File: src/rtl/buf_cfg.svh
`ifndef BUF_CFG_SVH
`define BUF_CFG_SVH

// halfword width
`define DATA_W        16
// buffer geometry
`define PAGE_WORDS    8
`define NUM_PAGES     32
`define NUM_QUEUES    8
// eight full pages
`define MAX_PKT_WORDS 64
// full while fewer free pages than one longest packet
`define FULL_PAGES    8

`endif

File: src/rtl/pkt_fmt_pkg.sv
package pkt_fmt_pkg;

    // priority 0 is the most urgent
    typedef enum logic [2:0] {
        PRIO_0 = 3'd0,
        PRIO_1 = 3'd1,
        PRIO_2 = 3'd2,
        PRIO_3 = 3'd3,
        PRIO_4 = 3'd4,
        PRIO_5 = 3'd5,
        PRIO_6 = 3'd6,
        PRIO_7 = 3'd7
    } prio_t;

    // first halfword of every packet, length counts the header too
    typedef struct packed {
        logic [8:0] len;
        logic [3:0] spare;
        prio_t      prio;
    } pkt_hdr_t;

endpackage

File: src/rtl/buf_types_pkg.sv
`include "buf_cfg.svh"

package buf_types_pkg;
    import pkt_fmt_pkg::*;

    localparam int PAGE_ID_W  = $clog2(`NUM_PAGES);
    localparam int OFFSET_W   = $clog2(`PAGE_WORDS);
    localparam int QUEUE_ID_W = $clog2(`NUM_QUEUES);

    typedef logic [PAGE_ID_W-1:0]          page_id_t;
    typedef logic [OFFSET_W-1:0]           page_off_t;
    // page number in the upper bits, halfword offset below
    typedef logic [PAGE_ID_W+OFFSET_W-1:0] word_addr_t;
    typedef logic [QUEUE_ID_W-1:0]         queue_id_t;

    // one stored packet
    typedef struct packed {
        prio_t    prio;
        page_id_t head;
        page_id_t tail;
    } pkt_desc_t;

    // link table write from the ingress side
    typedef struct packed {
        logic     en;
        page_id_t from_page;
        page_id_t to_page;
    } link_wr_t;

    typedef enum logic [1:0] {WR_IDLE, WR_BODY, WR_FINISH} wr_state_t;

    typedef enum logic {RD_IDLE, RD_STREAM} rd_state_t;

endpackage

File: src/rtl/page_store.sv
`timescale 1ns/100ps
`include "buf_cfg.svh"

module page_store
    import buf_types_pkg::*;
(
    input  logic               clk,
    input  logic               wr_en,
    input  word_addr_t         wr_addr,
    input  logic [`DATA_W-1:0] wr_data,
    input  logic               rd_en,
    input  word_addr_t         rd_addr,
    output logic [`DATA_W-1:0] rd_data
);
    // all pages back to back, one halfword per address
    logic [`DATA_W-1:0] mem [`NUM_PAGES*`PAGE_WORDS];

    always_ff @(posedge clk) begin
        if (wr_en) begin
            mem[wr_addr] <= wr_data;
        end
        // registered read, data one cycle after the address
        if (rd_en) begin
            rd_data <= mem[rd_addr];
        end
    end

endmodule

File: config.mk
export PLATFORM = sky130hd
export DESIGN_NAME = page_store
export DESIGN_NICKNAME = d
export VERILOG_FILES = /design/src/rtl/pkt_fmt_pkg.sv /design/src/rtl/buf_types_pkg.sv /design/src/rtl/page_store.sv
export VERILOG_INCLUDE_DIRS = /design/src /design/src/rtl
export SDC_FILE = /design/constraint.sdc
export NUM_CORES = 2
export LEC_CHECK = 0
export ABC_CLOCK_PERIOD_IN_PS = 2800
export BUFFER_PORTS_ARGS = -buffer_cell sky130_fd_sc_hd__clkbuf_2
export CORE_ASPECT_RATIO = 2
export CORE_MARGIN = 1
export CORE_UTILIZATION = 52
export DETAILED_ROUTE_END_ITERATION = 8
export PLACE_DENSITY = 0.81
export SKIP_CTS_REPAIR_TIMING = 1
export SLEW_MARGIN = 5
export SYNTH_ARGS = -nofsm -noshare
export SYNTH_HDL_FRONTEND = slang
export SYNTH_SLANG_ARGS = --single-unit
File: constraint.sdc
create_clock -name clk -period 2.8 [get_ports clk]
set_input_delay 0.56 -clock clk [delete_from_list [all_inputs] [get_ports clk]]
set_output_delay 0.56 -clock clk [all_outputs]
set_load 0.01 [all_outputs]
Word-level counts from Yosys, hierarchy flattened
Memory sizes are Yosys's and may differ from the RTL's. A register that Yosys moved wholly into a read port is not among the register bits.
Index checks and enable logic that the tools add are counted.
{"block": "word_totals", "reg_bits": 0, "ramBits": 4096, "in_bits": 35, "output_inout_bits": 16, "word_cells": 3, "mem_count": 1}
{"block": "classes", "mux": 2}
{"memory": "mem", "words": 256, "word_bits": 16, "read_ports": 1, "rd_clocked_by_memory_dff": 1, "write_ports": 1, "line_no": "page_store.sv:16", "text": "logic [`DATA_W-1:0] mem [`NUM_PAGES*`PAGE_WORDS];"}
{"op": "$mux W1", "count": 2}

Longest topological paths before layout
{"block": "depth", "ltp_word": 2, "mapped_depth": 12, "ltp_nobuf": 6}

Least setup slack after synthesis
No wires, ideal clock.
{"block": "synth_path", "kind": "input to register", "from": "in rd_addr[0]", "to": "reg rd_data[4] (read register of mem) (data pin)", "setup_ps": 265, "t_arrival_ps": 2544, "required_time_ps": 2535, "path_slack_ps": -9, "path_stages": 8, "cell_sequence": "buf_6 > buf_6 > buf_2 > mux4_2 > mux4_2 > a22o_1 > o32ai_2 > nor4_2"}
{"element": "start: declaration", "line_no": "page_store.sv:12", "text": "input word_addr_t rd_addr,"}
{"element": "end: declaration", "line_no": "page_store.sv:13", "text": "output logic [`DATA_W-1:0] rd_data"}

==> metrics <==
Setup TNS Final -0.480 ns; first-pass GRT wire length 667000 um; Post-Layout Inst Area 185000 um2; clk_skew 0.0451 ns; Arr. time, crit path 3.67 ns; RSZ-0062 raised after global routing true; Congestion Overflow GR 0; register area 123000 um2; worst ir drop on vdd 460 uV; port bufs 50; Die W 393 um; status finished with violations; relative slew slack 0.251; # IOs 51; Pint 95.6 mW; max-cap viol count 0; Inserted Clock Buffers 320; Synth Register Bits 4112; leakage power total 59.7 nW; met2 global-route usage 0.519; fin util 0.610; CORE AREA 303000 um2; Netlist cell types 51; nets@finish 8441; slowest stage cell, crit path o31ai_2; crit-path cells buf_12 -> buf_4 -> buf_12 -> buf_12 -> buf_4 -> mux2i_1 -> o221ai_1 -> a21oi_1 -> o31ai_2 -> o32ai_4 -> buf_4 -> nor4_1; critical path startpoint category input port; clk sink count 4112; htree depth 5; placer congestion estimate 1.08; Clock Path Buffers 4; fmax 338 MHz; drt first pass iters 6; Starting Density 0.524; sw frac 0.218; row count 286; remaining antenna violation count 0; setup slack, reg-to-reg -0.06 ns; final hold viol count 0; Worst Slack Setup Final -0.157 ns; Setup crit end kind register; Seq pwr share 0.555; Syn-to-layout area delta 16.5%; total track usage 0.313; GRT met3 Usage 0.0607; Worst Max-Slew Pin Slew 1.12 ns; GRT busiest layer met2; die span in y 784 um; clk_lat worst skew 0.91 ns; vias in the first global route 87887; DP HPWL 306000 um; M1 GR Usage 0.323; Psw 26.7 mW; Synth Instances 7360; area of the multi-input gates 33300 um2; Hold Path Class in2reg; Die Area 308000 um2; dominant synthesized flop cell edfxtp_1; largest net degree at the start of global routing 95; Max stage delay on crit path 0.77 ns; DRT Wirelength 482000 um; via/cell ratio 6.75; Gate power share 0.064; share of cells above drive strength 1 0.304; Yosys warning total 0; share of flip-flops with an asynchronous set or reset 0; DR iter-0 viols 12459; Cell Pwr Density 661 nW/um2; failing checks negative setup slack; CTS tree done; register area share after synthesis 0.777; Critical path buffers and inverters 6; Placement Cell Area 174000 um2; Top delay family on crit path compound AO/OA/AOI/OAI gates; DR WL/cell 37.9 um; Max Slew Vio Count 0; Syn Std Cell Area 159000 um2; clk root buf clkbuf_16; Tmin final 2.96 ns; # setup viols final 11; required time of the worst setup path 3.51 ns; fillers 19593; Worst Path Class, Setup in2reg; antenna violations before repair 25; CP max FO 19; Worst-path clk slew 0.07 ns; vias 85919; Post-synth EDFFs 4112; Mapped Nets 7395; Remaining DRCs 0; clock network fraction of total power 0.380; Final Cycle Share 1.06; syn_area_per_cell 21.6 um2; worst hold slack 0.0657 ns
-- per-layer routing --
metal	vias to the layer above	part of all wire
li1	33311	-
met1	43674	0.28
met2	7028	0.50
met3	1894	0.099
met4	12	0.13
met5	-	0.00018
-- synthesized netlist by cell type, drive strengths merged (3+ instances only) --
cell	count	area, um2
inv	4	15.0
nand4b	3	26.3
a221oi	28	245
mux4	797	17900
nor2	304	1140
nand3	35	175
a22o	32	280
a31oi	6	37.5
a22oi	43	323
a211oi	18	135
and3	11	68.8
o22ai	148	926
a21oi	175	876
o221ai	253	2220
nor2b	9	56.3
nand4	26	163
clkbuf	230	863
nand2	38	143
a2111oi	6	52.6
nand2b	3	18.8
mux2	88	991
o32ai	21	191
or2	5	31.3
mux2i	565	5660
nor4	18	119
nor3	92	460
edfxtp	4112	123000
o31ai	16	120
buf	222	1810
o21ai	38	190
-- layout by cell type, fill, tap and decap left out, types with 26 or more instances in the layout --
cell type  count
nor2_1       294
edfxtp_1    4112
nand2_1       36
bufinv_16     35
mux4_2       797
diode_2       32
clkinv_2      56
buf_4        816
o221ai_1     249
o21ai_0       31
clkbuf_16    329
clkinv_1      58
o22ai_1      148
a22o_1        29
a22oi_1       37
a21oi_1      166
clkbuf_2      29
mux2_2        88
nor3_1        72
nand3_1       33
nand4_1       26
buf_12       291
mux2i_1      561
clkbuf_1      44
-- layout make-up --
class / instances / area share
Clock buffer: 372 / 0.0452
Inverter: 4 / 0.000135
Multi-Input combinational cell: 2792 / 0.180
Tap cell: 4032 / 0.0273
Clock inverter: 202 / 0.0110
Antenna cell: 32 / 0.000433
Sequential cell: 4112 / 0.667
Timing Repair Buffer: 1176 / 0.0685
-- logic make-up after synthesis --
logic type / count (synthesis) / share of synthesized area
AOI/OAI and AO/OA: 786 / 0.0353
buffers and inverters: 456 / 0.0169
DFF: 4112 / 0.777
muxes: 1450 / 0.155
and+or+nand+nor: 556 / 0.0157
-- flip-flops by register name (all words and copies together), names as in the netlist --
name and flops:
rd_data 16, mem 4096
-- power by group through the flow --
stage | Clock [mW] | Sequential [mW] | Combinational [mW]
finish | 46.5 | 67.9 | 7.87
global route | 48.5 | 67.9 | 7.93
CTS | 46.6 | 67.9 | 7.51
detailed placement | 0 | 69.3 | 7.39
global placement | 0 | 69.2 | 7.18
floorplan | 0 | 69.2 | 3.35
-- worst paths after layout --
path,startpoint,end,depth (start not counted)
setup / recovery,rd_addr[0],rd_data[14]$_DFFE_PP_,12
hold / removal,wr_data[2],mem[106][2]$_DFFE_PP_,1
setup reg to reg,mem[11][13]$_DFFE_PP_,rd_data[13]$_DFFE_PP_,8
hold reg to reg,mem[248][11]$_DFFE_PP_,rd_data[11]$_DFFE_PP_,6
-- stage by stage --
| stage | instances | total power [mW] | setup WS (ns) |
|---|---|---|---|
| after CTS | 12692 | 122 | -0.674 |
| final | 12722 | 122 | -0.157 |
| after global placement | 12115 | 76.4 | -1.52 |
| after floorplan | 7360 | 72.6 | -0.00183 |
| after detailed placement | 12118 | 76.6 | -1.57 |
| after global routing | 12702 | 124 | -0.152 |
No activity file was read; power rests on OpenSTA's default activity.
