<file path="src/rtl/buf_cfg.svh">
`ifndef BUF_CFG_SVH
`define BUF_CFG_SVH

// halfword width
`define DATA_W        16
// buffer geometry
`define PAGE_WORDS    8
`define NUM_PAGES     32
`define NUM_QUEUES    8
// eight full pages
`define MAX_PKT_WORDS 64
// full while fewer free pages than one longest packet
`define FULL_PAGES    8

`endif

</file>
<file path="src/rtl/pkt_fmt_pkg.sv">
package pkt_fmt_pkg;

    // priority 0 is the most urgent
    typedef enum logic [2:0] {
        PRIO_0 = 3'd0,
        PRIO_1 = 3'd1,
        PRIO_2 = 3'd2,
        PRIO_3 = 3'd3,
        PRIO_4 = 3'd4,
        PRIO_5 = 3'd5,
        PRIO_6 = 3'd6,
        PRIO_7 = 3'd7
    } prio_t;

    // first halfword of every packet, length counts the header too
    typedef struct packed {
        logic [8:0] len;
        logic [3:0] spare;
        prio_t      prio;
    } pkt_hdr_t;

endpackage

</file>
<file path="src/rtl/buf_types_pkg.sv">
`include "buf_cfg.svh"

package buf_types_pkg;
    import pkt_fmt_pkg::*;

    localparam int PAGE_ID_W  = $clog2(`NUM_PAGES);
    localparam int OFFSET_W   = $clog2(`PAGE_WORDS);
    localparam int QUEUE_ID_W = $clog2(`NUM_QUEUES);

    typedef logic [PAGE_ID_W-1:0]          page_id_t;
    typedef logic [OFFSET_W-1:0]           page_off_t;
    // page number in the upper bits, halfword offset below
    typedef logic [PAGE_ID_W+OFFSET_W-1:0] word_addr_t;
    typedef logic [QUEUE_ID_W-1:0]         queue_id_t;

    // one stored packet
    typedef struct packed {
        prio_t    prio;
        page_id_t head;
        page_id_t tail;
    } pkt_desc_t;

    // link table write from the ingress side
    typedef struct packed {
        logic     en;
        page_id_t from_page;
        page_id_t to_page;
    } link_wr_t;

    typedef enum logic [1:0] {WR_IDLE, WR_BODY, WR_FINISH} wr_state_t;

    typedef enum logic {RD_IDLE, RD_STREAM} rd_state_t;

endpackage

</file>
<file path="src/rtl/queue_manager.sv">
`timescale 1ns/100ps
`include "buf_cfg.svh"

module queue_manager
    import buf_types_pkg::*;
    import pkt_fmt_pkg::*;
(
    input  logic      clk,
    input  logic      rst_n,
    input  link_wr_t  link_wr,
    input  logic      append,
    input  pkt_desc_t append_desc,
    output logic      not_empty,
    input  logic      pop,
    output pkt_desc_t head_desc,
    input  page_id_t  link_rd_page,
    output page_id_t  link_next
);
    // next page inside a packet, or next packet head on a tail page
    page_id_t link_tbl [`NUM_PAGES];
    // tail page of the packet that starts at the index
    page_id_t tail_tbl [`NUM_PAGES];
    page_id_t q_head [`NUM_QUEUES];
    page_id_t q_tail [`NUM_QUEUES];
    logic [`NUM_QUEUES-1:0] q_valid;
    queue_id_t sel;
    queue_id_t app_q;
    logic      pop_last;
    logic      app_new_head;

    assign link_next = link_tbl[link_rd_page];
    assign not_empty = |q_valid;
    assign app_q     = queue_id_t'(append_desc.prio);

    // strict priority, lowest number wins
    always_comb begin
        sel = '0;
        for (int q = `NUM_QUEUES - 1; q >= 0; q--) begin
            if (q_valid[q]) begin
                sel = queue_id_t'(q);
            end
        end
    end

    assign head_desc.prio = prio_t'(sel);
    assign head_desc.head = q_head[sel];
    assign head_desc.tail = tail_tbl[q_head[sel]];

    assign pop_last = head_desc.tail == q_tail[sel];
    // empty queue, or its only packet leaves in this cycle
    assign app_new_head = !q_valid[app_q] || (pop && pop_last && sel == app_q);

    always_ff @(posedge clk) begin
        if (link_wr.en) begin
            link_tbl[link_wr.from_page] <= link_wr.to_page;
        end
        if (append && q_valid[app_q]) begin
            link_tbl[q_tail[app_q]] <= append_desc.head;
        end
        if (append) begin
            tail_tbl[append_desc.head] <= append_desc.tail;
        end
    end

    always_ff @(posedge clk) begin
        if (pop && !pop_last) begin
            q_head[sel] <= link_tbl[head_desc.tail];
        end
        if (append) begin
            q_tail[app_q] <= append_desc.tail;
            if (app_new_head) begin
                q_head[app_q] <= append_desc.head;
            end
        end
    end

    always_ff @(posedge clk) begin
        if (!rst_n) begin
            q_valid <= '0;
        end else begin
            if (pop && pop_last) begin
                q_valid[sel] <= 1'b0;
            end
            // append wins over a pop of the same queue
            if (append) begin
                q_valid[app_q] <= 1'b1;
            end
        end
    end

endmodule

</file>
<file path="config.mk">
export PLATFORM = sky130hd
export DESIGN_NAME = queue_manager
export DESIGN_NICKNAME = d
export VERILOG_FILES = /design/src/rtl/pkt_fmt_pkg.sv /design/src/rtl/buf_types_pkg.sv /design/src/rtl/queue_manager.sv
export VERILOG_INCLUDE_DIRS = /design/src /design/src/rtl
export SDC_FILE = /design/constraint.sdc
export NUM_CORES = 1
export LEC_CHECK = 0
export CORE_ASPECT_RATIO = 1.75
export CORE_MARGIN = 2
export CORE_UTILIZATION = 30
export CTS_BUF_LIST = sky130_fd_sc_hd__clkbuf_16
export CTS_CLUSTER_SIZE = 12
export DETAILED_ROUTE_END_ITERATION = 8
export DONT_BUFFER_PORTS = 1
export GPL_TIMING_DRIVEN = 0
export PLACE_DENSITY = 0.54
export RECOVER_POWER = 50
export REMOVE_ABC_BUFFERS = 1
export SLEW_MARGIN = 10
export SYNTH_ARGS = -nofsm -noshare
export SYNTH_HDL_FRONTEND = slang
export SYNTH_SLANG_ARGS = --single-unit
</file>
<file path="constraint.sdc">
create_clock -name clk -period 6.9 [get_ports clk]
set_input_delay 0 -clock clk [delete_from_list [all_inputs] [get_ports clk]]
set_output_delay 0 -clock clk [all_outputs]
set_load 0.01 [all_outputs]
</file>
## After elaboration in Yosys (flattened, before gate mapping)

Memory sizes are Yosys's and may differ from the RTL's.
Index checks and enable logic that the tools add are counted.

- Bits in registers: 8
- Bits in writable memories: 400
- Input bits: 33
- Output and inout bits: 19
- Memories kept: 4

Memory list:

| name | words | width | rd ports | clocked after Yosys merged registers in | wr ports | line | source |
|---|---|---|---|---|---|---|---|
| link_tbl | 32 | 5 | 2 | 0 | 2 | queue_manager.sv:20 | `` page_id_t link_tbl [`NUM_PAGES]; `` |
| tail_tbl | 32 | 5 | 1 | 0 | 1 | queue_manager.sv:22 | `` page_id_t tail_tbl [`NUM_PAGES]; `` |
| q_head | 8 | 5 | 1 | 0 | 2 | queue_manager.sv:23 | `` page_id_t q_head [`NUM_QUEUES]; `` |
| q_tail | 8 | 5 | 2 | 0 | 1 | queue_manager.sv:24 | `` page_id_t q_tail [`NUM_QUEUES]; `` |

- $lt $le $gt $ge: 4
- Equal/unequal tests: 2
- Multiplexer cells: 28
- Bitwise operators: 3
- Reductions and logical operators: 10

Operators by type and width:

| operator | number |
|---|---|
| $mux 3 | 8 |
| $mux 8 | 3 |
| $mux 1 | 14 |
| $and 8x8->8 | 1 |
| $lt 3x4->1 const B | 2 |
| $not 8->8 | 1 |
| $or 8x8->8 | 1 |
| $reduce_or 8->1 | 1 |
| $demux 1 s3 | 2 |
| $ge 3x1->1 const B | 2 |
| $logic_and 1x1->1 | 6 |
| $eq 5x5->1 | 1 |
| $bmux 1 s3 | 1 |
| $eq 3x3->1 | 1 |
| $logic_not 1->1 | 2 |
| $logic_or 1x1->1 | 1 |

## Logic depth before layout (Yosys ltp)

- Depth in word-level cells: 18
- Mapped depth: 21
- Mapped depth without buffers: 14

## Worst setup path after synthesis

OpenSTA, ideal clock, no wires.

- Path type: register -> register
- Start point: register q_valid[5]
- End point: memory q_head[7][3] (netlist name), data pin
- Library setup time: 0.274 ns
- Data arrival time: 4.183 ns
- Data required time: 6.626 ns
- Slack: 2.442 ns
- Stages on the path, launching flop included: 20
- Buffers on the path: 5
- Period minus slack after synthesis: 4.458 ns
- Cell sequence: dfxtp_1 buf_2 or4_1 or4_1 o2111a_1 nand2_2 inv_2 buf_6 mux2_4 a221o_1 a22o_1 o211ai_4 buf_6 buf_8 buf_6 mux2_1 o22ai_1 nor3_2 nor2_1 a31oi_1

RTL lines:

| element | line | source |
|---|---|---|
| from (decl) | queue_manager.sv:25 | `` logic [`NUM_QUEUES-1:0] q_valid; `` |
| from (signal assigned) | queue_manager.sv:79 | `q_valid <= '0;` |
| from (signal, indexed assignment) | queue_manager.sv:82 | `q_valid[sel] <= 1'b0;` |
| from (signal, indexed assignment) | queue_manager.sv:86 | `q_valid[app_q] <= 1'b1;` |
| to (decl) | queue_manager.sv:23 |  |

==> results by group <==
Floorplanning
  • Die span in x: 206.6 um
  • Core area: 0.07141 mm2
  • Top Ports: 52
  • Starting Density: 30.19%
  • Die ar.: 0.07410 mm2
  • Die Y: 358.6 um
  • Cell Rows: 130

Critical path
  • CP top delay family: simple AND/OR/NAND/NOR gates
  • Delay of the slowest cell on the worst path: 820 ps
  • Slowest cell on crit path: or4_1
  • Setup crit end kind: flip-flop
  • WP data arrival: 7280 ps
  • Worst path cell trace: or4_1 > nor3_4 > o211ai_2 > nand3_4 > inv_6 > mux2_2 > o211ai_1 > nand4b_1 > and3_1 > a31oi_4 > a2bb2o_1 > nor3_1 > nor4_4 > buf_12 > a21oi_1
  • Top fanout value on the critical path: 34
  • Worst EP required: 7320 ps
  • Startpoint types: flip-flop
  • Buf/Inv on CP: 2
  • Flop-to-flop setup slack: 40 ps
  • Crit path kind: flip-flop to flip-flop

Place
  • Pre-CTS setup slack: -1040 ps
  • HPWL Detailed: 49650 um
  • Port Buf Inserts: 0
  • Cell Area, Placed: 0.02243 mm2
  • Cell count after placement: 2499
  • GP Congestion: 0.8866

Cells and area
  • Layout cell share with drive strength beyond 1: 20.85%
  • Final cell count without fillers: 2629
  • Post-layout util: 34.26%
  • Fin area: 0.02446 mm2
  • Nets: 1709
  • Most common cell after layout, fill and taps aside: edfxtp_1
  • Area grow syn2layout: 13.49%
  • Most frequent cells in the layout: edfxtp_1 (400), mux2_2 (169), nand2_1 (140)

Synth
  • Post-synth cell types: 85
  • Top area cells in the synthesized netlist: edfxtp_1 (56%), mux2_2 (9.1%), mux4_2 (5.4%)
  • Area share of the largest cell type after synthesis: 55.72%
  • Synth Register Bits: 408
  • Syn avg cell area: 12.74 um2
  • Mapped cell area: 0.02156 mm2
  • Largest area contributor in the netlist: edfxtp_1
  • Post-synth EDFFs: 400
  • Post-synthesis async set-or-reset flop share: 0%
  • Post-synth top flop: edfxtp_1
  • YS warnings: 0
  • Register area share after synthesis: 56.46%
  • Post-synthesis cell count: 1692

Drt
  • Antenna Nets Post-Route: 0
  • Pre-Repair DR Iteration Count: 5
  • Via count: 15140
  • DRC errors left: 0
  • Routed length per instance: 27.34 um
  • Drt total wl: 71890 um
  • DR vias/cell: 5.757
  • Initial detailed-routing violation count: 1194

Power
  • Pwr Density: 423.8 mW/mm2
  • Net Sw Frac: 38.80%
  • Leak: 8.042 nW
  • Clk network pwr share: 21.4%
  • Pint: 6.345 mW
  • Total power: 10.37 mW
  • Reg power frac: 30.0%
  • Worst vdd ir: 0.2659 mV
  • Combinational share of power: 48.6%
  • P_sw: 4.023 mW

Status
  • Status: finished, violations left
  • Failing checks: capacitance limit, slew limit

Timing
  • Slew @ Worst Pin: 2806 ps
  • Final worst-path cycle share: 99.40%
  • Fin. Hold Viols: 0
  • Max-slew headroom at the worst pin: -87.10%
  • RSZ-0062 raised after global routing: true
  • Final WS setup: 41.50 ps
  • Clock skew: 13.78 ps
  • Final Critical Period: 6858 ps
  • Final setup fails: 0
  • Fmax: 0.1458 GHz
  • Max-slew violations: 252

Clock network
  • Htree depth: 2
  • Clock buffer depth: 3
  • Clock Latency Late Sink: 580 ps
  • TritonCTS clock tree: built
  • CTS Sinks: 408
  • Clk root buf: clkbuf_16
  • CTS clk-pin slew, worst paths: 60 ps
  • Total CTS buffers: 44

Global route
  • First-pass GRT wire length: 103500 um
  • Antenna violations before repair: 2
  • Vias in the first global route: 15210
  • Largest net degree at the start of global routing: 47
  • Overall Global Routing Usage: 19.26%
  • Total grt overflow: 0

Hold path
  • Worst Hold Class: input pin to flip-flop

Run
  • # Max-Cap Violations: 6
## what timing repair did
| action | CTS | global route |
|---|---|---|
| setup buffers | 1 | 4 |
| pin swaps | 1 | 4 |
| endpoints found under the setup margin | 81 | 82 |
| hold buffers | 50 | 0 |
| endpoints found under the hold margin | 565 | 0 |
| gates resized for setup | 10 | 7 |
## cell families after synthesis
kind of cell / after synthesis / synth area share, %
multiplexers: 300 / 18.02
AND/OR/NAND/NOR: 434 / 10.02
AO/OA/AOI/OAI: 382 / 11.86
buffers and inverters: 160 / 3.314
flip-flops: 408 / 56.46
XOR/XNOR: 8 / 0.3250
## metrics by stage
stage	TNS [ps]	hold WS [ps]
after floorplan	-5165	98.87
after global placement	-218160	103.6
after detailed placement	-54110	104.7
after CTS	0	5.376
after global routing	-66.76	51.52
final	0	35.03
## worst reg2reg max path: stages, from the launching register on
cell and delay (ps):
dfxtp_1 600, or4_1 820, nor3_4 610, o211ai_2 490, nand3_4 430, inv_6 240, mux2_2 370, o211ai_1 260
nand4b_1 330, and3_1 330, a31oi_4 730, a2bb2o_1 370, nor3_1 630, nor4_4 140, buf_12 190, a21oi_1 170
## area by class of cell
type                            count  area [um2]
Antenna cell                        2       5.005
Clock buffer                       46        1151
Clock inverter                     27       151.4
Fill cell                        6951       46940
Inverter                           32       126.4
Multi-Input combinational cell   1124        8866
Sequential cell                   408       12170
Tap cell                          924        1156
Timing Repair Buffer               66       837.1
## power groups by stage
stage / clock network (mW) / logic, mW / registers [mW]
detailed placement: 0 / 4.42 / 3.16
floorplan: 0 / 2.76 / 3.13
global placement: 0 / 4.10 / 3.16
global route: 2.34 / 5.24 / 3.12
CTS: 2.25 / 4.61 / 3.11
finish: 2.22 / 5.04 / 3.11
## worst paths after layout
path,cells past startpoint,start,end
setup / recovery,15,q_valid[0],q_head[0][4]
hold / removal,2,link_wr[9],link_tbl[28][0]
setup reg to reg,15,q_valid[0],q_head[0][4]
hold reg to reg,2,q_valid[7],q_valid[7]
## sequential cells by signal, summed over array words and instances, names as in the netlist
name      cells
link_tbl    160
q_head       40
q_tail       40
q_valid       8
tail_tbl    160
## synthesized netlist by cell type, types with 11 or more instances
cell type,n
nor2b_1,11
a31oi_1,29
a21oi_1,49
nor2_1,81
o211ai_1,14
o22ai_1,31
nor4_1,19
mux2_2,174
nand3_1,20
and3_1,16
o2111ai_1,19
edfxtp_1,400
nand2_1,140
clkbuf_1,83
o21ai_0,130
o21bai_1,16
inv_1,27
mux2i_1,66
nor3_1,69
mux4_2,52
buf_2,22
## layer usage
layer	share of wire, %	GRT usage (%)
met5	0.018	0
met4	5.8	10.61
met3	7.0	3.852
met2	54	35.78
met1	34	19.99
No activity file was read; power rests on OpenSTA's default activity.
