==> config.mk <==
export PLATFORM = sky130hd
export DESIGN_NAME = ingress_writer
export DESIGN_NICKNAME = d
export VERILOG_FILES = /design/src/rtl/pkt_fmt_pkg.sv /design/src/rtl/buf_types_pkg.sv /design/src/rtl/ingress_writer.sv
export VERILOG_INCLUDE_DIRS = /design/src /design/src/rtl
export SDC_FILE = /design/constraint.sdc
export NUM_CORES = 1
export LEC_CHECK = 0
export BUFFER_PORTS_ARGS = -buffer_cell sky130_fd_sc_hd__buf_2
export CAP_MARGIN = 40
export CORE_UTILIZATION = 40
export DETAILED_ROUTE_END_ITERATION = 8
export GPL_TIMING_DRIVEN = 0
export PLACE_DENSITY = 0.79
export SYNTH_ARGS = -nofsm -noshare
export SYNTH_HDL_FRONTEND = slang
export SYNTH_SLANG_ARGS = --single-unit
==> constraint.sdc <==
create_clock -name clk -period 2.3 [get_ports clk]
set_clock_uncertainty 0.05 [all_clocks]
set_input_delay 0.23 -clock clk [delete_from_list [all_inputs] [get_ports clk]]
set_output_delay 0.23 -clock clk [all_outputs]
set_load 0.02 [all_outputs]
==> src/rtl/buf_cfg.svh <==
`ifndef BUF_CFG_SVH
`define BUF_CFG_SVH

// halfword width
`define DATA_W        16
// buffer geometry
`define PAGE_WORDS    8
`define NUM_PAGES     32
`define NUM_QUEUES    8
// eight full pages
`define MAX_PKT_WORDS 64
// full while fewer free pages than one longest packet
`define FULL_PAGES    8

`endif

==> src/rtl/pkt_fmt_pkg.sv <==
package pkt_fmt_pkg;

    // priority 0 is the most urgent
    typedef enum logic [2:0] {
        PRIO_0 = 3'd0,
        PRIO_1 = 3'd1,
        PRIO_2 = 3'd2,
        PRIO_3 = 3'd3,
        PRIO_4 = 3'd4,
        PRIO_5 = 3'd5,
        PRIO_6 = 3'd6,
        PRIO_7 = 3'd7
    } prio_t;

    // first halfword of every packet, length counts the header too
    typedef struct packed {
        logic [8:0] len;
        logic [3:0] spare;
        prio_t      prio;
    } pkt_hdr_t;

endpackage

==> src/rtl/buf_types_pkg.sv <==
`include "buf_cfg.svh"

package buf_types_pkg;
    import pkt_fmt_pkg::*;

    localparam int PAGE_ID_W  = $clog2(`NUM_PAGES);
    localparam int OFFSET_W   = $clog2(`PAGE_WORDS);
    localparam int QUEUE_ID_W = $clog2(`NUM_QUEUES);

    typedef logic [PAGE_ID_W-1:0]          page_id_t;
    typedef logic [OFFSET_W-1:0]           page_off_t;
    // page number in the upper bits, halfword offset below
    typedef logic [PAGE_ID_W+OFFSET_W-1:0] word_addr_t;
    typedef logic [QUEUE_ID_W-1:0]         queue_id_t;

    // one stored packet
    typedef struct packed {
        prio_t    prio;
        page_id_t head;
        page_id_t tail;
    } pkt_desc_t;

    // link table write from the ingress side
    typedef struct packed {
        logic     en;
        page_id_t from_page;
        page_id_t to_page;
    } link_wr_t;

    typedef enum logic [1:0] {WR_IDLE, WR_BODY, WR_FINISH} wr_state_t;

    typedef enum logic {RD_IDLE, RD_STREAM} rd_state_t;

endpackage

==> src/rtl/ingress_writer.sv <==
`timescale 1ns/100ps
`include "buf_cfg.svh"

module ingress_writer
    import buf_types_pkg::*;
    import pkt_fmt_pkg::*;
(
    input  logic               clk,
    input  logic               rst_n,
    input  logic               wr_sop,
    input  logic               wr_eop,
    input  logic               wr_vld,
    input  logic [`DATA_W-1:0] wr_data,
    output logic               alloc,
    input  page_id_t           alloc_page,
    output logic               mem_wr_en,
    output word_addr_t         mem_wr_addr,
    output logic [`DATA_W-1:0] mem_wr_data,
    output link_wr_t           link_wr,
    output logic               append,
    output pkt_desc_t          append_desc
);
    wr_state_t state;
    wr_state_t state_next;
    page_off_t word_off;
    page_off_t beat_off;
    page_id_t  cur_page;
    page_id_t  beat_page;
    page_id_t  head_page;
    prio_t     prio;
    pkt_hdr_t  hdr;
    logic      beat;
    logic      new_page;

    assign hdr = pkt_hdr_t'(wr_data);

    // outside a packet only a sop beat is taken
    assign beat      = wr_vld && (state == WR_BODY || wr_sop);
    assign beat_off  = (state == WR_BODY) ? word_off : '0;
    assign new_page  = beat && beat_off == '0;
    assign beat_page = new_page ? alloc_page : cur_page;

    assign alloc       = new_page;
    assign mem_wr_en   = beat;
    assign mem_wr_addr = {beat_page, beat_off};
    assign mem_wr_data = wr_data;

    // chain the filled page to the fresh one
    assign link_wr.en        = new_page && state == WR_BODY;
    assign link_wr.from_page = cur_page;
    assign link_wr.to_page   = alloc_page;

    // cur_page still holds the page of the eop beat here
    assign append           = state == WR_FINISH;
    assign append_desc.prio = prio;
    assign append_desc.head = head_page;
    assign append_desc.tail = cur_page;

    always_comb begin
        state_next = state;
        case (state)
            WR_IDLE, WR_FINISH: begin
                if (beat) begin
                    state_next = wr_eop ? WR_FINISH : WR_BODY;
                end else begin
                    state_next = WR_IDLE;
                end
            end
            WR_BODY: begin
                if (beat && wr_eop) begin
                    state_next = WR_FINISH;
                end
            end
            default: state_next = WR_IDLE;
        endcase
    end

    always_ff @(posedge clk) begin
        if (!rst_n) begin
            state <= WR_IDLE;
        end else begin
            state <= state_next;
        end
    end

    always_ff @(posedge clk) begin
        if (beat) begin
            word_off <= beat_off + 1'b1;
            cur_page <= beat_page;
        end
        // header beat
        if (beat && state != WR_BODY) begin
            head_page <= alloc_page;
            prio      <= hdr.prio;
        end
    end

endmodule

Yosys cells after proc, flatten, opt, wreduce, memory -nomap -nowiden

Index checks and enable logic that the tools add are counted.

Reduce and logical (&&, ||, !) cells: 9
Mux-type cells: 6
Equality and inequality tests: 4
Order comparisons: 0
Add/sub/neg operators: 1
Shift operators: 0
Bitwise operators: 0
Div/mod/pow operators: 0
Multipliers: 0

Operators with widths:

| kind                                                                     | count |
|---|---|
| 2-bit two-way mux                                                        | 3 |
| 1-bit logical AND                                                        | 5 |
| 5-bit two-way mux                                                        | 1 |
| 2-bit by 1-bit inequality test with 1-bit output (second input constant) | 2 |
| 2-bit case mux with 2 select lines                                       | 1 |
| 3-bit by 1-bit adder with 3-bit output (second input constant)           | 1 |
| 3-bit zero test                                                          | 1 |
| 3-bit two-way mux                                                        | 1 |
| 2-bit by 1-bit == test with 1-bit output (second input constant)         | 1 |
| 2-bit == test (second input constant)                                    | 1 |
| 2-bit zero test                                                          | 1 |
| 2-bit OR reduction                                                       | 1 |
| 1-bit logical OR                                                         | 1 |

RAM bits: 0
Memories: 0
Bits in latches: 0
Input port bits: 26
Bits in registers: 18
Memory bits (read-only): 0

Logic depth before layout (Yosys ltp)

Word-level depth: 6
Gate-level depth with buffers: 6

Worst setup path before layout

Ideal clock, no wire load.

Kind: reg2reg
From: reg state[0]
To: reg cur_page[0] (enable)
Buffers on the path: 1
Setup slack: 0.142 ns
Stages on the path, launching flop included: 4
Period minus slack after synthesis: 2.158 ns
Arrival time: 1.702 ns
Required time: 1.844 ns
Cells stage by stage: dfxtp_1 nand2b_1 buf_6 a21boi_0

Word-level cells in the longest chain between the ends: 3

RTL lines:

| element                                  | RTL line             | source |
|---|---|---|
| start: declaration                       | ingress_writer.sv:23 | `wr_state_t state;` |
| start signal: assignment                 | ingress_writer.sv:82 | `state <= state_next;` |
| 2-bit by 1-bit == test with 1-bit output | ingress_writer.sv:38 | `assign beat = wr_vld && (state == WR_BODY \|\| wr_sop);` |
| 1-bit logical OR                         | ingress_writer.sv:38 |  |
| 1-bit logical AND                        | ingress_writer.sv:38 |  |
| net mem_wr_en                            | ingress_writer.sv:16 | `output logic mem_wr_en,` |
| end signal: assignment                   | ingress_writer.sv:89 | `cur_page <= beat_page;` |
| end: declaration                         | ingress_writer.sv:27 | `page_id_t cur_page;` |

The timed path passes the listed nets, and every way through them passes these cells.
A chain may end at the register's enable or synchronous reset.

Final worst setup path

From: reg state[0]
To: out mem_wr_addr[5]

Word-level cells in the longest chain between the ends: 5
Elaborated cells on any way between the ends: 7
Those cells by class: eq/ne: 1; mux: 2; reduce/logical: 4

RTL lines:

| element                                                      | RTL line                                   | source |
|---|---|---|
| 2-bit by 1-bit == test with 1-bit output *                   | ingress_writer.sv:38, ingress_writer.sv:39 |  |
| 3-bit two-way mux / 1-bit logical OR (equally long branches) | ingress_writer.sv:39, ingress_writer.sv:38 |  |
| 3-bit zero test / 1-bit logical AND (equally long branches)  | ingress_writer.sv:40, ingress_writer.sv:38 |  |
| 1-bit logical AND *                                          | ingress_writer.sv:40                       | `assign new_page = beat && beat_off == '0;` |
| 5-bit two-way mux *                                          | ingress_writer.sv:41                       | `assign beat_page = new_page ? alloc_page : cur_page;` |
| end: declaration                                             | ingress_writer.sv:17                       | `output word_addr_t mem_wr_addr,` |

Mark *: on every way between the ends. The rest lies on a longest branch, timed or not.

==> impl_metrics.ini <==
[status]
status = finished clean

[finish]
diodes = 0
final_cells = 192
fillCellCount = 219
finalNetCount = 191
layout-drive-gt1-share_pct = 67.3
area_delta_synth_final_pct = 41.8

[floorplan]
die_w_um = 53.8
fp.dieH_um = 53.8
start_util_pct = 43.0
rows = 18
core_area_um2 = 2500
ios = 77
die_area_um2 = 2900

[yosys]
syn_nets = 123
synth.yosys.warnings = 0
synth-seq-cells = 18
syn_area_per_cell_um2 = 11.3
ys_types = 25
synth.cell_area_um2 = 1070
syn_inst = 95
seq_area_frac_synth_pct = 48.4

[pwr]
p_leak_nw = 0.775
ir_worst_vdd_mv = 0.327
powerDensity_nw_per_um2 = 540
total_power_mw = 0.823

[hold_path]
min-delay-start = wr_data[2]
min_path_type = input pin to flop
min_path_cells = 1
worstHoldEndpoint = prio[2]

[sta]
fin_crit_ns = 2.16
slew_headroom_pct = 54.4
drv_slew = 0
fmax_mhz = 463
setup_violations = 0
fin_tns_setup_ns = 0
hold_violations = 0
finalCritPeriodShare_pct = 94.0
worst_pin_slew_ns = 0.682
rsz0062_at_grt = no

[place]
routabilityCongestion = 0.841
dp.cells = 188
dp_hpwl_um = 1900
io_buffers = 62

[clock_tree]
clkSlewWorstSetupHoldPaths_ns = 0.11
clkSinkCount = 18
cts-root-buf = clkbuf_4
cts_hold_repair.buffers = 0
h-tree-depth = 1
tritoncts = done
cts_setup_buffers = 0
clock_latency_ns = 0.29
cts_buffers = 3
clockBufferDepth = 2

[global_route]
grt_overflow = 0
antenna_found_initial = 0
grt_max_degree = 11
grt_use_met2_pct = 31.3
met1_usage_pct = 21.7
met3_usage_pct = 1.69
top_usage_layer = met2
grt_pass1_vias = 793
grtUsageTotal_pct = 18.2
grt_pass1_wl_um = 3600

[worst_setup_path]
startpoint_type = flop
path_class = flop to output port
crit_arrival_ns = 1.88
worstReg2RegStart = state[0]
required_ns = 2.02
r2r_slack_ns = 0.59
end_kind = output port
cp_max_fo = 10
r2r_end = cur_page[2]
reg2regPathDepth = 6

[drt]
first_iter_violations = 17
drt_first_pass_iters = 4
viasPerCell = 4.95
ant_nets = 0
drc_errors = 0
routed-via-count = 951
routed_wl_um = 2440
wl_per_cell_um = 12.7

[job]
max_cap_violations = 0
[layout make-up]
cell class / count / area, um2 / area share (%)
Buffer: 28 / 211 / 13.9
Clock buffer: 4 / 36.3 / 2.38
Inverter: 8 / 30.0 / 1.97
Multi-Input combinational cell: 41 / 368 / 24.1
Sequential cell: 18 / 526 / 34.5
Tap cell: 30 / 37.5 / 2.46
Timing Repair Buffer: 63 / 315 / 20.7
[registers in the layout, indices dropped and copies added (netlist names)]
register   count
state          2
prio           3
cur_page       5
word_off       3
head_page      5
[metal layers]
| layer | vias to the layer above | part of all wire, % |
|---|---|---|
| met5 | - | 0 |
| met4 | 0 | 2.3 |
| met3 | 4 | 8.3 |
| met2 | 63 | 51 |
| met1 | 430 | 39 |
| li1 | 454 | - |
[stage by stage]
step           hold slack [ns]  util [%]  setup slack, ns  instance area (um2)
2_1_floorplan            0.279         -            0.142                 1070
3_3_place_gp             0.374      56.9            0.117                 1420
3_5_place_dp             0.376      57.1            0.176                 1430
4_1_cts                 0.0724      60.0          0.00899                 1500
5_1_grt                 0.0574      61.0           0.0174                 1520
6_report                0.0754      61.0            0.139                 1520
[report_power, final]
| part | internal, mW | leakage (nW) | switching (mW) |
|---|---|---|---|
| sequential | 0.377 | 0.166 | 0.0136 |
| clock | 0.0963 | 0.0210 | 0.0958 |
| combinational | 0.0998 | 0.587 | 0.140 |
| total | 0.573 | 0.775 | 0.250 |
[worst max-delay path: stages, from the launching register on]
cell,delay [ns]
dfxtp_4,0.41
nor2b_4,0.20
nand2_1,0.13
ha_4,0.21
a21boi_0,0.23
a311oi_2,0.08
o31ai_2,0.11
buf_2,0.22
[layout by cell type (no fill, tap or decap)]
cell type / instances
nand2_2: 1
nor3_1: 2
buf_2: 64
and2b_1: 1
xor2_1: 1
a311oi_1: 3
a21boi_0: 4
clkbuf_8: 1
mux2_4: 1
buf_6: 1
nand2b_1: 1
nand2_1: 3
o31ai_2: 4
and4b_1: 3
o31ai_1: 1
buf_4: 26
ha_1: 1
nor2_1: 2
a21boi_1: 2
o21a_1: 1
inv_1: 8
clkbuf_4: 3
dfxtp_4: 1
nor2b_4: 1
ha_4: 1
and4_1: 1
a21oi_1: 1
and4b_2: 2
dfxtp_2: 1
a311oi_2: 2
o21ai_0: 1
and2_1: 1
edfxtp_1: 16
[timing repair]
item	4_1_cts	5_1_grt
resized for setup	9	7
setup endpoints to repair	6	6
pin swaps	1	4
[Yosys cell counts, drive strengths merged]
cell type	count	area, um2
a311oi	5	43.8
ha	2	25.0
nor2b	1	6.26
nor2	2	7.51
edfxtp	16	480
o21ai	1	5.00
dfxtp	2	40.0
nand2	4	15.0
and4b	5	52.6
buf	28	211
o31ai	5	37.5
and4	1	8.76
nor3	2	10.0
and2	1	6.26
xor2	1	8.76
a21oi	1	5.00
o21a	1	7.51
nand2b	1	6.26
mux2	1	15.0
a21boi	6	45.0
and2b	1	7.51
inv	8	30.0
[worst max path at each step]
| stage | from | end | slack [ns] | depth (start not counted) |
|---|---|---|---|---|
| 2_1_floorplan | state[0] | cur_page[0] | 0.14 | 3 |
| 3_3_place_gp | state[0] | mem_wr_en | 0.12 | 4 |
| 6_report | state[0] | mem_wr_addr[5] | 0.14 | 7 |
| 5_1_grt | state[0] | mem_wr_addr[5] | 0.02 | 7 |
| 3_5_place_dp | state[0] | mem_wr_addr[5] | 0.18 | 7 |
| 4_1_cts | state[1] | mem_wr_en | 0.009 | 5 |
[kinds of logic (layout without fill, tap and decap cells)]
family	Yosys count	in the layout	share of synthesized area, %
fa+ha+maj	2	2	2.33
simple gates	18	18	11.2
flops	18	18	48.4
xor+xnor	1	1	0.815
buf+inv	36	103	22.5
compound gates	19	19	13.4
mux	1	1	1.40
(Power assumes the default switching activity.)
