<file path="src/rtl/buf_cfg.svh">
`ifndef BUF_CFG_SVH
`define BUF_CFG_SVH

// halfword width
`define DATA_W        16
// buffer geometry
`define PAGE_WORDS    8
`define NUM_PAGES     32
`define NUM_QUEUES    8
// eight full pages
`define MAX_PKT_WORDS 64
// full while fewer free pages than one longest packet
`define FULL_PAGES    8

`endif

</file>
<file path="src/rtl/pkt_fmt_pkg.sv">
package pkt_fmt_pkg;

    // priority 0 is the most urgent
    typedef enum logic [2:0] {
        PRIO_0 = 3'd0,
        PRIO_1 = 3'd1,
        PRIO_2 = 3'd2,
        PRIO_3 = 3'd3,
        PRIO_4 = 3'd4,
        PRIO_5 = 3'd5,
        PRIO_6 = 3'd6,
        PRIO_7 = 3'd7
    } prio_t;

    // first halfword of every packet, length counts the header too
    typedef struct packed {
        logic [8:0] len;
        logic [3:0] spare;
        prio_t      prio;
    } pkt_hdr_t;

endpackage

</file>
<file path="src/rtl/buf_types_pkg.sv">
`include "buf_cfg.svh"

package buf_types_pkg;
    import pkt_fmt_pkg::*;

    localparam int PAGE_ID_W  = $clog2(`NUM_PAGES);
    localparam int OFFSET_W   = $clog2(`PAGE_WORDS);
    localparam int QUEUE_ID_W = $clog2(`NUM_QUEUES);

    typedef logic [PAGE_ID_W-1:0]          page_id_t;
    typedef logic [OFFSET_W-1:0]           page_off_t;
    // page number in the upper bits, halfword offset below
    typedef logic [PAGE_ID_W+OFFSET_W-1:0] word_addr_t;
    typedef logic [QUEUE_ID_W-1:0]         queue_id_t;

    // one stored packet
    typedef struct packed {
        prio_t    prio;
        page_id_t head;
        page_id_t tail;
    } pkt_desc_t;

    // link table write from the ingress side
    typedef struct packed {
        logic     en;
        page_id_t from_page;
        page_id_t to_page;
    } link_wr_t;

    typedef enum logic [1:0] {WR_IDLE, WR_BODY, WR_FINISH} wr_state_t;

    typedef enum logic {RD_IDLE, RD_STREAM} rd_state_t;

endpackage

</file>
<file path="src/rtl/free_page_list.sv">
`timescale 1ns/100ps
`include "buf_cfg.svh"

module free_page_list
    import buf_types_pkg::*;
(
    input  logic     clk,
    input  logic     rst_n,
    input  logic     alloc,
    output page_id_t alloc_page,
    input  logic     release_en,
    input  page_id_t release_page,
    output logic     full
);
    localparam int CNT_W = $clog2(`NUM_PAGES + 1);

    page_id_t         ids [`NUM_PAGES];
    page_id_t         rd_ptr;
    page_id_t         wr_ptr;
    logic [CNT_W-1:0] free_cnt;
    logic [CNT_W-1:0] free_cnt_next;

    // head of the list is always on show
    assign alloc_page = ids[rd_ptr];

    always_comb begin
        free_cnt_next = free_cnt;
        if (alloc && !release_en) begin
            free_cnt_next = free_cnt - 1'b1;
        end else if (release_en && !alloc) begin
            free_cnt_next = free_cnt + 1'b1;
        end
    end

    always_ff @(posedge clk) begin
        if (!rst_n) begin
            rd_ptr   <= '0;
            wr_ptr   <= '0;
            free_cnt <= CNT_W'(`NUM_PAGES);
            full     <= 1'b0;
        end else begin
            if (alloc) begin
                rd_ptr <= rd_ptr + 1'b1;
            end
            if (release_en) begin
                wr_ptr <= wr_ptr + 1'b1;
            end
            free_cnt <= free_cnt_next;
            full     <= free_cnt_next < CNT_W'(`FULL_PAGES);
        end
    end

    // every page starts out free, in order
    always_ff @(posedge clk) begin
        if (!rst_n) begin
            for (int i = 0; i < `NUM_PAGES; i++) begin
                ids[i] <= page_id_t'(i);
            end
        end else if (release_en) begin
            ids[wr_ptr] <= release_page;
        end
    end

endmodule

</file>
<file path="config.mk">
export PLATFORM = sky130hd
export DESIGN_NAME = free_page_list
export DESIGN_NICKNAME = d
export VERILOG_FILES = /design/src/rtl/pkt_fmt_pkg.sv /design/src/rtl/buf_types_pkg.sv /design/src/rtl/free_page_list.sv
export VERILOG_INCLUDE_DIRS = /design/src /design/src/rtl
export SDC_FILE = /design/constraint.sdc
export NUM_CORES = 1
export LEC_CHECK = 0
export BUFFER_PORTS_ARGS = -buffer_cell sky130_fd_sc_hd__buf_2
export CORE_MARGIN = 1.5
export CORE_UTILIZATION = 60
export CTS_CLUSTER_SIZE = 10
export DETAILED_ROUTE_END_ITERATION = 6
export GPL_TIMING_DRIVEN = 0
export PLACE_DENSITY = 0.77
export SYNTH_ARGS = -nofsm -noshare
export SYNTH_HDL_FRONTEND = slang
export SYNTH_SLANG_ARGS = --single-unit
</file>
<file path="constraint.sdc">
create_clock -name clk -period 4.8 [get_ports clk]
set_input_delay 0.24 -clock clk [delete_from_list [all_inputs] [get_ports clk]]
set_output_delay 0.24 -clock clk [all_outputs]
set_load 0.01 [all_outputs]
</file>
**Yosys cells after proc, flatten, opt, wreduce, memory -nomap -nowiden**

Memories as Yosys holds them, arrays and structs flattened. A register that Yosys moved wholly into a read port is not among the register bits.
Cells that the tools add are included.

- Add/sub/neg operators: 4
- Order comparisons: 1
- Mux-type cells: 11
- Reduce and logical (&&, ||, !) cells: 5

Operator list:

| cell | count |
|---|---|
| two-way mux 5 bit | 4 |
| two-way mux 6 bit | 2 |
| adder 5 x 1 -> 5 bit (second input constant) | 2 |
| adder 6 x 1 -> 6 bit (second input constant) | 1 |
| < comparator 6 x 4 -> 1 bit (second input constant) | 1 |
| subtractor 6 x 1 -> 6 bit (second input constant) | 1 |
| two-way mux 1 bit | 5 |
| OR reduction 5 bit | 1 |
| logical AND 1 bit | 2 |
| logical NOT 1 bit | 2 |

- Register bits: 17
- Bits in writable memories: 160
- Bits of input ports: 9
- Logic and storage cells: 26
- Memories kept: 1

Memory list:

| name | depth | bits a word | read ports | clocked after Yosys merged registers in | write ports | line | RTL |
|---|---|---|---|---|---|---|---|
| ids | 32 | 5 | 1 | 1 | 32 | free_page_list.sv:17 | `` page_id_t ids [`NUM_PAGES]; `` |

**Longest topological paths before layout**

Gate-level depths: netlist (run 1).

- Depth in word-level cells: 5
- Depth in mapped cells: 7
- Depth with buffers taken out: 6

**Worst setup path before layout (run 1)**

No wires, ideal clock.

- Path kind: reg2out
- Start point: register with a tool-made name
- End point: output port alloc_page[0]
- Arrival time: 1.970 ns
- Path slack: 2.590 ns
- Stages on the path, launching flop included: 6
- Buffers on the path: 2
- Cell sequence: dfxtp_1 clkbuf_1 buf_2 mux4_2 mux4_2 mux2_2

RTL lines:

| item | line | RTL |
|---|---|---|
| end: declaration | free_page_list.sv:10 | `output page_id_t alloc_page,` |

==> impl_metrics.csv, run 1 <==
group,metric,value,unit
die,die_y,121.0,um
critical_path,crit_fanout,10,
power,pwr-share-seq,51.6,%
clock_network,tritoncts,"yes",
die,rows,42,
sta,tns,0,ps
placement,post_dp_cell_area,8638,um^2
drt,wl_per_cell,24.18,um
final_layout,syn2layout_area_growth,10.66,%
global_routing,grt_overflow,0,
outcome,status,"complete, no violations",
power,vdd_drop_max,238.0,uV
die,io_pins,15,
sta,max_clock_freq,0.3218,GHz
logic_synthesis,seq_area_frac_synth,62.83,%
drt,dr_total_vias,5382,
logic_synthesis,syn_area,8348,um^2
sta,period_minus_slack,3108,ps
global_routing,grt_pass1_vias,5458,
drt,drc_errors,0,
die,initial_core_util,62.30,%
critical_path,cp-start-kind,"register",
critical_path,critPathKind,"reg -> out",
global_routing,antenna_found_initial,1,
sta,skew,5.047,ps
power,p_per_area,371.9,nW/um^2
sta,rsz0062_at_grt,"no",
clock_network,cts_hold_buf,0,
clock_network,cts.sinks,182,
clock_network,htree_levels,4,
sta,setup_ws,1692,ps
final_layout,final_area,9238,um^2
logic_synthesis,ys.warnings.count,0,
global_routing,grt_max_degree,17,
critical_path,cp.required,4560,ps
sta,finalSetupViolCount,0,
placement,dpl.hpwl,14380,um
logic_synthesis,synth.distinct_cells,38,
clock_network,post_cts_buffers,0,
logic_synthesis,synth_ff_type,"edfxtp_1",
final_layout,diodes,0,
drt,vias_per_cell,6.461,
power,power_frac_comb,7.9,%
logic_synthesis,syn_avg_cell_area,13.66,um^2
logic_synthesis,synth_edf_count,160,
clock_network,clockBufferDepth,2,
sta,relSlewSlack,39.47,%
logic_synthesis,synth_fp_nets,629,
critical_path,slowest_delay,580,ps
power,leakagePower,0.002721,uW
logic_synthesis,async_flop_share,0,%
sta,holdWs,89.13,ps
placement,portBuffers,14,
drt,totalWireLength,20150,um
die,core-area,13400,um^2
min_path,hp-class,"in -> reg",
drt,drtAntennaViolNets,0,
drt,drt_iter0_drc,841,
sta,finalMaxSlewViolations,0,
sta,hold_viol_final,0,
power,p_sw,774.1,uW
clock_network,path_clk_slew,60,ps
die,die_w,121.0,um
clock_network,clk_latency,430,ps
job,drv_cap,0,
clock_network,cts-buffers-inserted,17,
power,clkPwrFrac,40.5,%
clock_network,root_buffer,"clkbuf_16",
critical_path,slowest_stage,"mux4_2",
power,internal-power,2661,uW
critical_path,crit_arrival,2870,ps
die,dieArea,14630,um^2
logic_synthesis,synthCells,611,
clock_network,ctsResizeCount,0,
final_layout,final_nets,662,
power,power.total,3435,uW
critical_path,crit_path_cell_trace,"clkbuf_1 > buf_2 > mux4_2 > mux4_2 > mux2_2 > buf_2",
placement,post-place-ws,1913,ps
drt,dr.pass1.iters,5,
logic_synthesis,synth-seq-cells,182,
placement,gp_congestion,0.8784,
final_layout,drive_gt1_share,16.44,%
critical_path,end_kind,"output pin",
power,switching_share,22.54,%
global_routing,grt_pass1_wl,30960,um
global_routing,gr-usage-all-layers,29.86,%
sta,period_share,64.75,%
sta,worstMarginPinSlew,898.5,ps
path summary, 6_finish.rpt:
| check | startpoint | to | depth (start not counted) | slack, ps |
|---|---|---|---|---|
| min | release_page[3] | ids[11][3]$_SDFFCE_PN1P_ | 2 | 90 |
| max reg2reg | wr_ptr[2]$_SDFFE_PN0P_ | ids[12][3]$_SDFFCE_PN1P_ | 5 | 2180 |
| min reg2reg | free_cnt[1]$_SDFFE_PN0P_ | free_cnt[1]$_SDFFE_PN0P_ | 2 | 530 |
| max | register | alloc_page[1] | 6 | 1690 |
metal layers:
| layer | wire (um) | GRT usage, % |
|---|---|---|
| met1 | 7376 | 37.90 |
| met2 | 10020 | 49.01 |
| met3 | 2011 | 6.438 |
| met4 | 742 | 15.07 |
| met5 | 0 | 0 |
stage by stage:
stage,std cells,utilization (%)
after floorplan,611,-
after global placement,801,64.46
after detailed placement,801,64.46
after CTS,833,68.94
after global routing,833,68.94
final,833,68.94
layout by cell type, fill, tap and decap left out, drive strengths merged, types with 2 or more instances in the layout:
cell and count:
a211oi 2, a21oi 4, and2 37, buf 20, clkbuf 72, clkinv 6
clkinvlp 4, dfxtp 22, edfxtp 160, ha 9, inv 9, mux2 5
mux2i 2, mux4 50, nand2 59, nand3 8, nand3b 2, nand4 3
nor2 55, nor2b 4, nor3 32, nor3b 2, o21ai 28, or2 4
or3 38, xnor2 4, xor2 5
synthesized netlist by cell type (2+ instances only):
cell / n / share of area [%]
buf_1: 2 / 0.090
xnor2_1: 4 / 0.42
inv_1: 9 / 0.40
nor2b_1: 4 / 0.30
nand3b_1: 2 / 0.18
clkbuf_1: 50 / 2.2
nor3_1: 32 / 1.9
a21oi_1: 4 / 0.24
dfxtp_1: 22 / 5.3
ha_1: 9 / 1.3
or2_2: 4 / 0.30
o21ai_0: 28 / 1.7
nand3_1: 8 / 0.48
nor2_1: 55 / 2.5
and2_1: 37 / 2.8
or3_1: 38 / 2.8
nand4_1: 3 / 0.22
nor3b_1: 2 / 0.18
mux2i_1: 2 / 0.24
buf_2: 3 / 0.18
a211oi_1: 2 / 0.18
xor2_1: 5 / 0.52
edfxtp_1: 160 / 58
mux2_2: 5 / 0.67
mux4_2: 50 / 13
nand2_1: 59 / 2.7
flip-flops by register name, summed over array words and instances (netlist names), named ones only:
signal	flops
free_cnt	6
full	1
wr_ptr	5
rd_ptr	5
ids	160
power by group through the flow:
| stage | clock network (uW) | registers, uW | logic (uW) |
|---|---|---|---|
| global route | 1450 | 1780 | 290 |
| global placement | 0 | 1800 | 258 |
| detailed placement | 0 | 1810 | 268 |
| floorplan | 0 | 1800 | 183 |
| finish | 1390 | 1770 | 271 |
| CTS | 1380 | 1770 | 270 |
layout make-up:
class | count | area, um^2
buffer | 56 | 217.7
clock inverter | 10 | 92.59
multi-input combinational | 363 | 2848
clock buffer | 22 | 506.7
inverter | 10 | 37.54
tap | 176 | 220.2
timing repair buffer | 14 | 70.07
sequential | 182 | 5245
fill | 964 | 4163
critical path, delay by kind of cell (launching register included):
family | cells | cell delay, ps
flops | 1 | 300
buf+inv | 3 | 730
mux | 3 | 1380
cells by family (layout without fill, tap and decap cells):
| logic type | count (synthesis) | count (layout) | synth area share (%) |
|---|---|---|---|
| simple gates | 249 | 249 | 14.84 |
| flops | 182 | 182 | 62.83 |
| buf+inv | 66 | 112 | 3.057 |
| mux | 57 | 57 | 14.40 |
| compound gates | 39 | 39 | 2.578 |
| fa+ha+maj | 9 | 9 | 1.349 |
| xor+xnor | 9 | 9 | 0.9442 |
(Power assumes the default switching activity.)
==> run 2, diff against run 1 <==
--- a/config.mk
+++ b/config.mk
@@ -8,11 +8,11 @@
 export LEC_CHECK = 0
 export BUFFER_PORTS_ARGS = -buffer_cell sky130_fd_sc_hd__buf_2
 export CORE_MARGIN = 1.5
-export CORE_UTILIZATION = 60
+export CORE_UTILIZATION = 57
 export CTS_CLUSTER_SIZE = 10
 export DETAILED_ROUTE_END_ITERATION = 6
 export GPL_TIMING_DRIVEN = 0
-export PLACE_DENSITY = 0.77
+export PLACE_DENSITY = 0.76
 export SYNTH_ARGS = -nofsm -noshare
 export SYNTH_HDL_FRONTEND = slang
 export SYNTH_SLANG_ARGS = --single-unit
==> constraint.sdc (replaced) <==
create_clock -name clk -period 2.65 [get_ports clk]
set_input_delay 0.1325 -clock clk [delete_from_list [all_inputs] [get_ports clk]]
set_output_delay 0.1325 -clock clk [all_outputs]
set_load 0.01 [all_outputs]
==> run 2 against run 1 <==
Compared with the run above:
- critical path depth down 1
- final area up 1.5%
- global-route usage down 2.2 points
- the flow now finishes with violations (negative setup slack)
- via count down 0.82%
- sequential power up 82%
- clock power up 82%
- sequential share of layout area down 0.80 points
- flip-flop and latch count unchanged
- register-to-register slack worse by 2100 ps
- count of clock-buffer cells in the layout down 1
- clock skew up 3.2 ps
==> impl_metrics.csv, run 2 (synthesis gave the netlist of run 1 again) <==
group,metric,value,unit
outcome,status,"complete, but fails checks",
outcome,violations,"negative setup slack",
global_routing,grt_pass1_vias,5381,
clock_network,post_cts_buffers,0,
sta,rsz0062_at_grt,"yes",
die,die_y,124.0,um
critical_path,crit_arrival,2540,ps
drt,dr.pass1.iters,6,
final_layout,regArea,5249,um^2
die,initial_core_util,57.88,%
drt,totalWireLength,19570,um
placement,gp_congestion,0.8838,
clock_network,clockBufferDepth,2,
final_layout,largest_reg_flops,160,
final_layout,final_area,9376,um^2
die,core-area,14420,um^2
placement,post_dp_cell_area,8648,um^2
clock_network,tritoncts,"yes",
die,die_w,124.0,um
placement,dpl.hpwl,13930,um
die,io_pins,15,
sta,worstMarginPinSlew,959.0,ps
job,drv_cap,0,
die,rows,44,
final_layout,largest_register,"ids",
power,power.total,6278,uW
global_routing,grt_pass1_wl,29680,um
placement,portBuffers,14,
min_path,hp-class,"in -> reg",
critical_path,end_kind,"output pin",
sta,skew,8.253,ps
global_routing,gr-usage-all-layers,27.63,%
sta,relSlewSlack,35.39,%
power,leakagePower,0.002783,uW
clock_network,clk_latency,430,ps
die,dieArea,15380,um^2
power,vdd_drop_max,464.5,uV
final_layout,utilization,65.01,%
final_layout,final_common_cell,"edfxtp_1",
drt,wl_per_cell,23.27,um
final_layout,diodes,0,
clock_network,cts.sinks,182,
power,p_per_area,669.5,nW/um^2
global_routing,antenna_found_initial,0,
drt,drt_iter0_drc,614,
drt,drc_errors,0,
final_layout,drive_gt1_share,16.89,%
clock_network,htree_levels,4,
global_routing,grt_overflow,0,
sta,period_minus_slack,2675,ps
final_layout,final_nets,662,
sta,hold_viol_final,0,
clock_network,cts-buffers-inserted,17,
critical_path,critPathKind,"reg -> out",
sta,tns,-32.31,ps
drt,drtAntennaViolNets,0,
final_layout,top_regs,"ids (160), free_cnt (6)",
sta,finalMaxSlewViolations,0,
final_layout,syn2layout_area_growth,12.32,%
critical_path,crit_fanout,5,
final_layout,fill_cells,1061,
final_layout,multi_input_area,2867,um^2
sta,finalSetupViolCount,3,
sta,period_share,100.9,%
drt,dr_total_vias,5338,
final_layout,layout_common_cells,"edfxtp_1, nand2_1, nor2_1",
clock_network,root_buffer,"clkbuf_16",
critical_path,cp-start-kind,"register",
clock_network,path_clk_slew,60,ps
critical_path,cp.required,2520,ps
sta,max_clock_freq,0.3738,GHz
global_routing,grt_max_degree,17,
sta,setup_ws,-25.03,ps
drt,vias_per_cell,6.347,
[run 2: cell count changes in the layout (fill, tap and decap cells not counted), moves of 4 or more]
| cell | before | now |
|---|---|---|
| buf_12 | 0 | 4 |
| buf_2 | 17 | 9 |
| buf_6 | 0 | 5 |
| mux2_2 | 5 | 0 |
| mux2_4 | 0 | 5 |
| o21ai_0 | 28 | 15 |
| o21ai_1 | 0 | 13 |
[run 2: path summary, 6_finish.rpt]
| path | cells after the start | to | start | slack, ps |
|---|---|---|---|---|
| max | 5 | alloc_page[4] | register | -30 |
| min reg2reg | 2 | register | rd_ptr[4]$_SDFFE_PN0P_ | 530 |
| max reg2reg | 5 | ids[16][1]$_SDFFCE_PN0P_ | wr_ptr[0]$_SDFFE_PN0P_ | 110 |
| min | 2 | ids[7][2]$_SDFFCE_PN1P_ | release_page[2] | 9 |
[run 2: area by class of cell]
| class | count | share of cell area, % |
|---|---|---|
| Buffer | 54 | 2.936 |
| Clock buffer | 21 | 4.804 |
| Clock inverter | 11 | 1.401 |
| Inverter | 10 | 0.4003 |
| Multi-Input combinational cell | 363 | 30.57 |
| Sequential cell | 182 | 55.98 |
| Tap cell | 184 | 2.455 |
| Timing Repair Buffer | 16 | 1.454 |
[run 2: worst max-delay path, stage by stage, from the launching register on]
cell,delay [ps]
dfxtp_4,460
clkbuf_16,190
mux4_2,540
mux4_2,510
mux2_4,290
buf_6,120
[run 2: power breakdown]
group,internal (uW),total (uW),switching [uW]
registers,3180,3220,46.0
logic,233,523,290
clock network,1490,2530,1040
total,4900,6280,1370
[run 2: timing repair]
| item | CTS | global route |
|---|---|---|
| setup endpoints to repair | 5 | 65 |
| hold buffers | 1 | 0 |
| resized for setup | 16 | 31 |
| cloned | 0 | 1 |
| endpoints found under the hold margin | 1 | 0 |
| pin swaps | 0 | 0 |
[run 2: per-stage QoR]
stage | cells | setup slack (ps) | hold WS [ps]
3_5_place_dp | 809 | -104.2 | 426.2
5_1_grt | 841 | -42.70 | 7.182
3_3_place_gp | 809 | -41.03 | 417.5
4_1_cts | 841 | 1.199 | 1.777
6_report | 841 | -25.03 | 9.151
2_1_floorplan | 611 | 547.8 | 312.0
[run 2: routing by layer]
layer / global-route usage (%) / up-vias / share of wire, %
met1: 34.78 / 2642 / 36
li1: - / 2331 / -
met5: 0 / - / 0
met3: 5.357 / 51 / 9.8
met2: 46.48 / 314 / 51
met4: 13.00 / 0 / 3.1
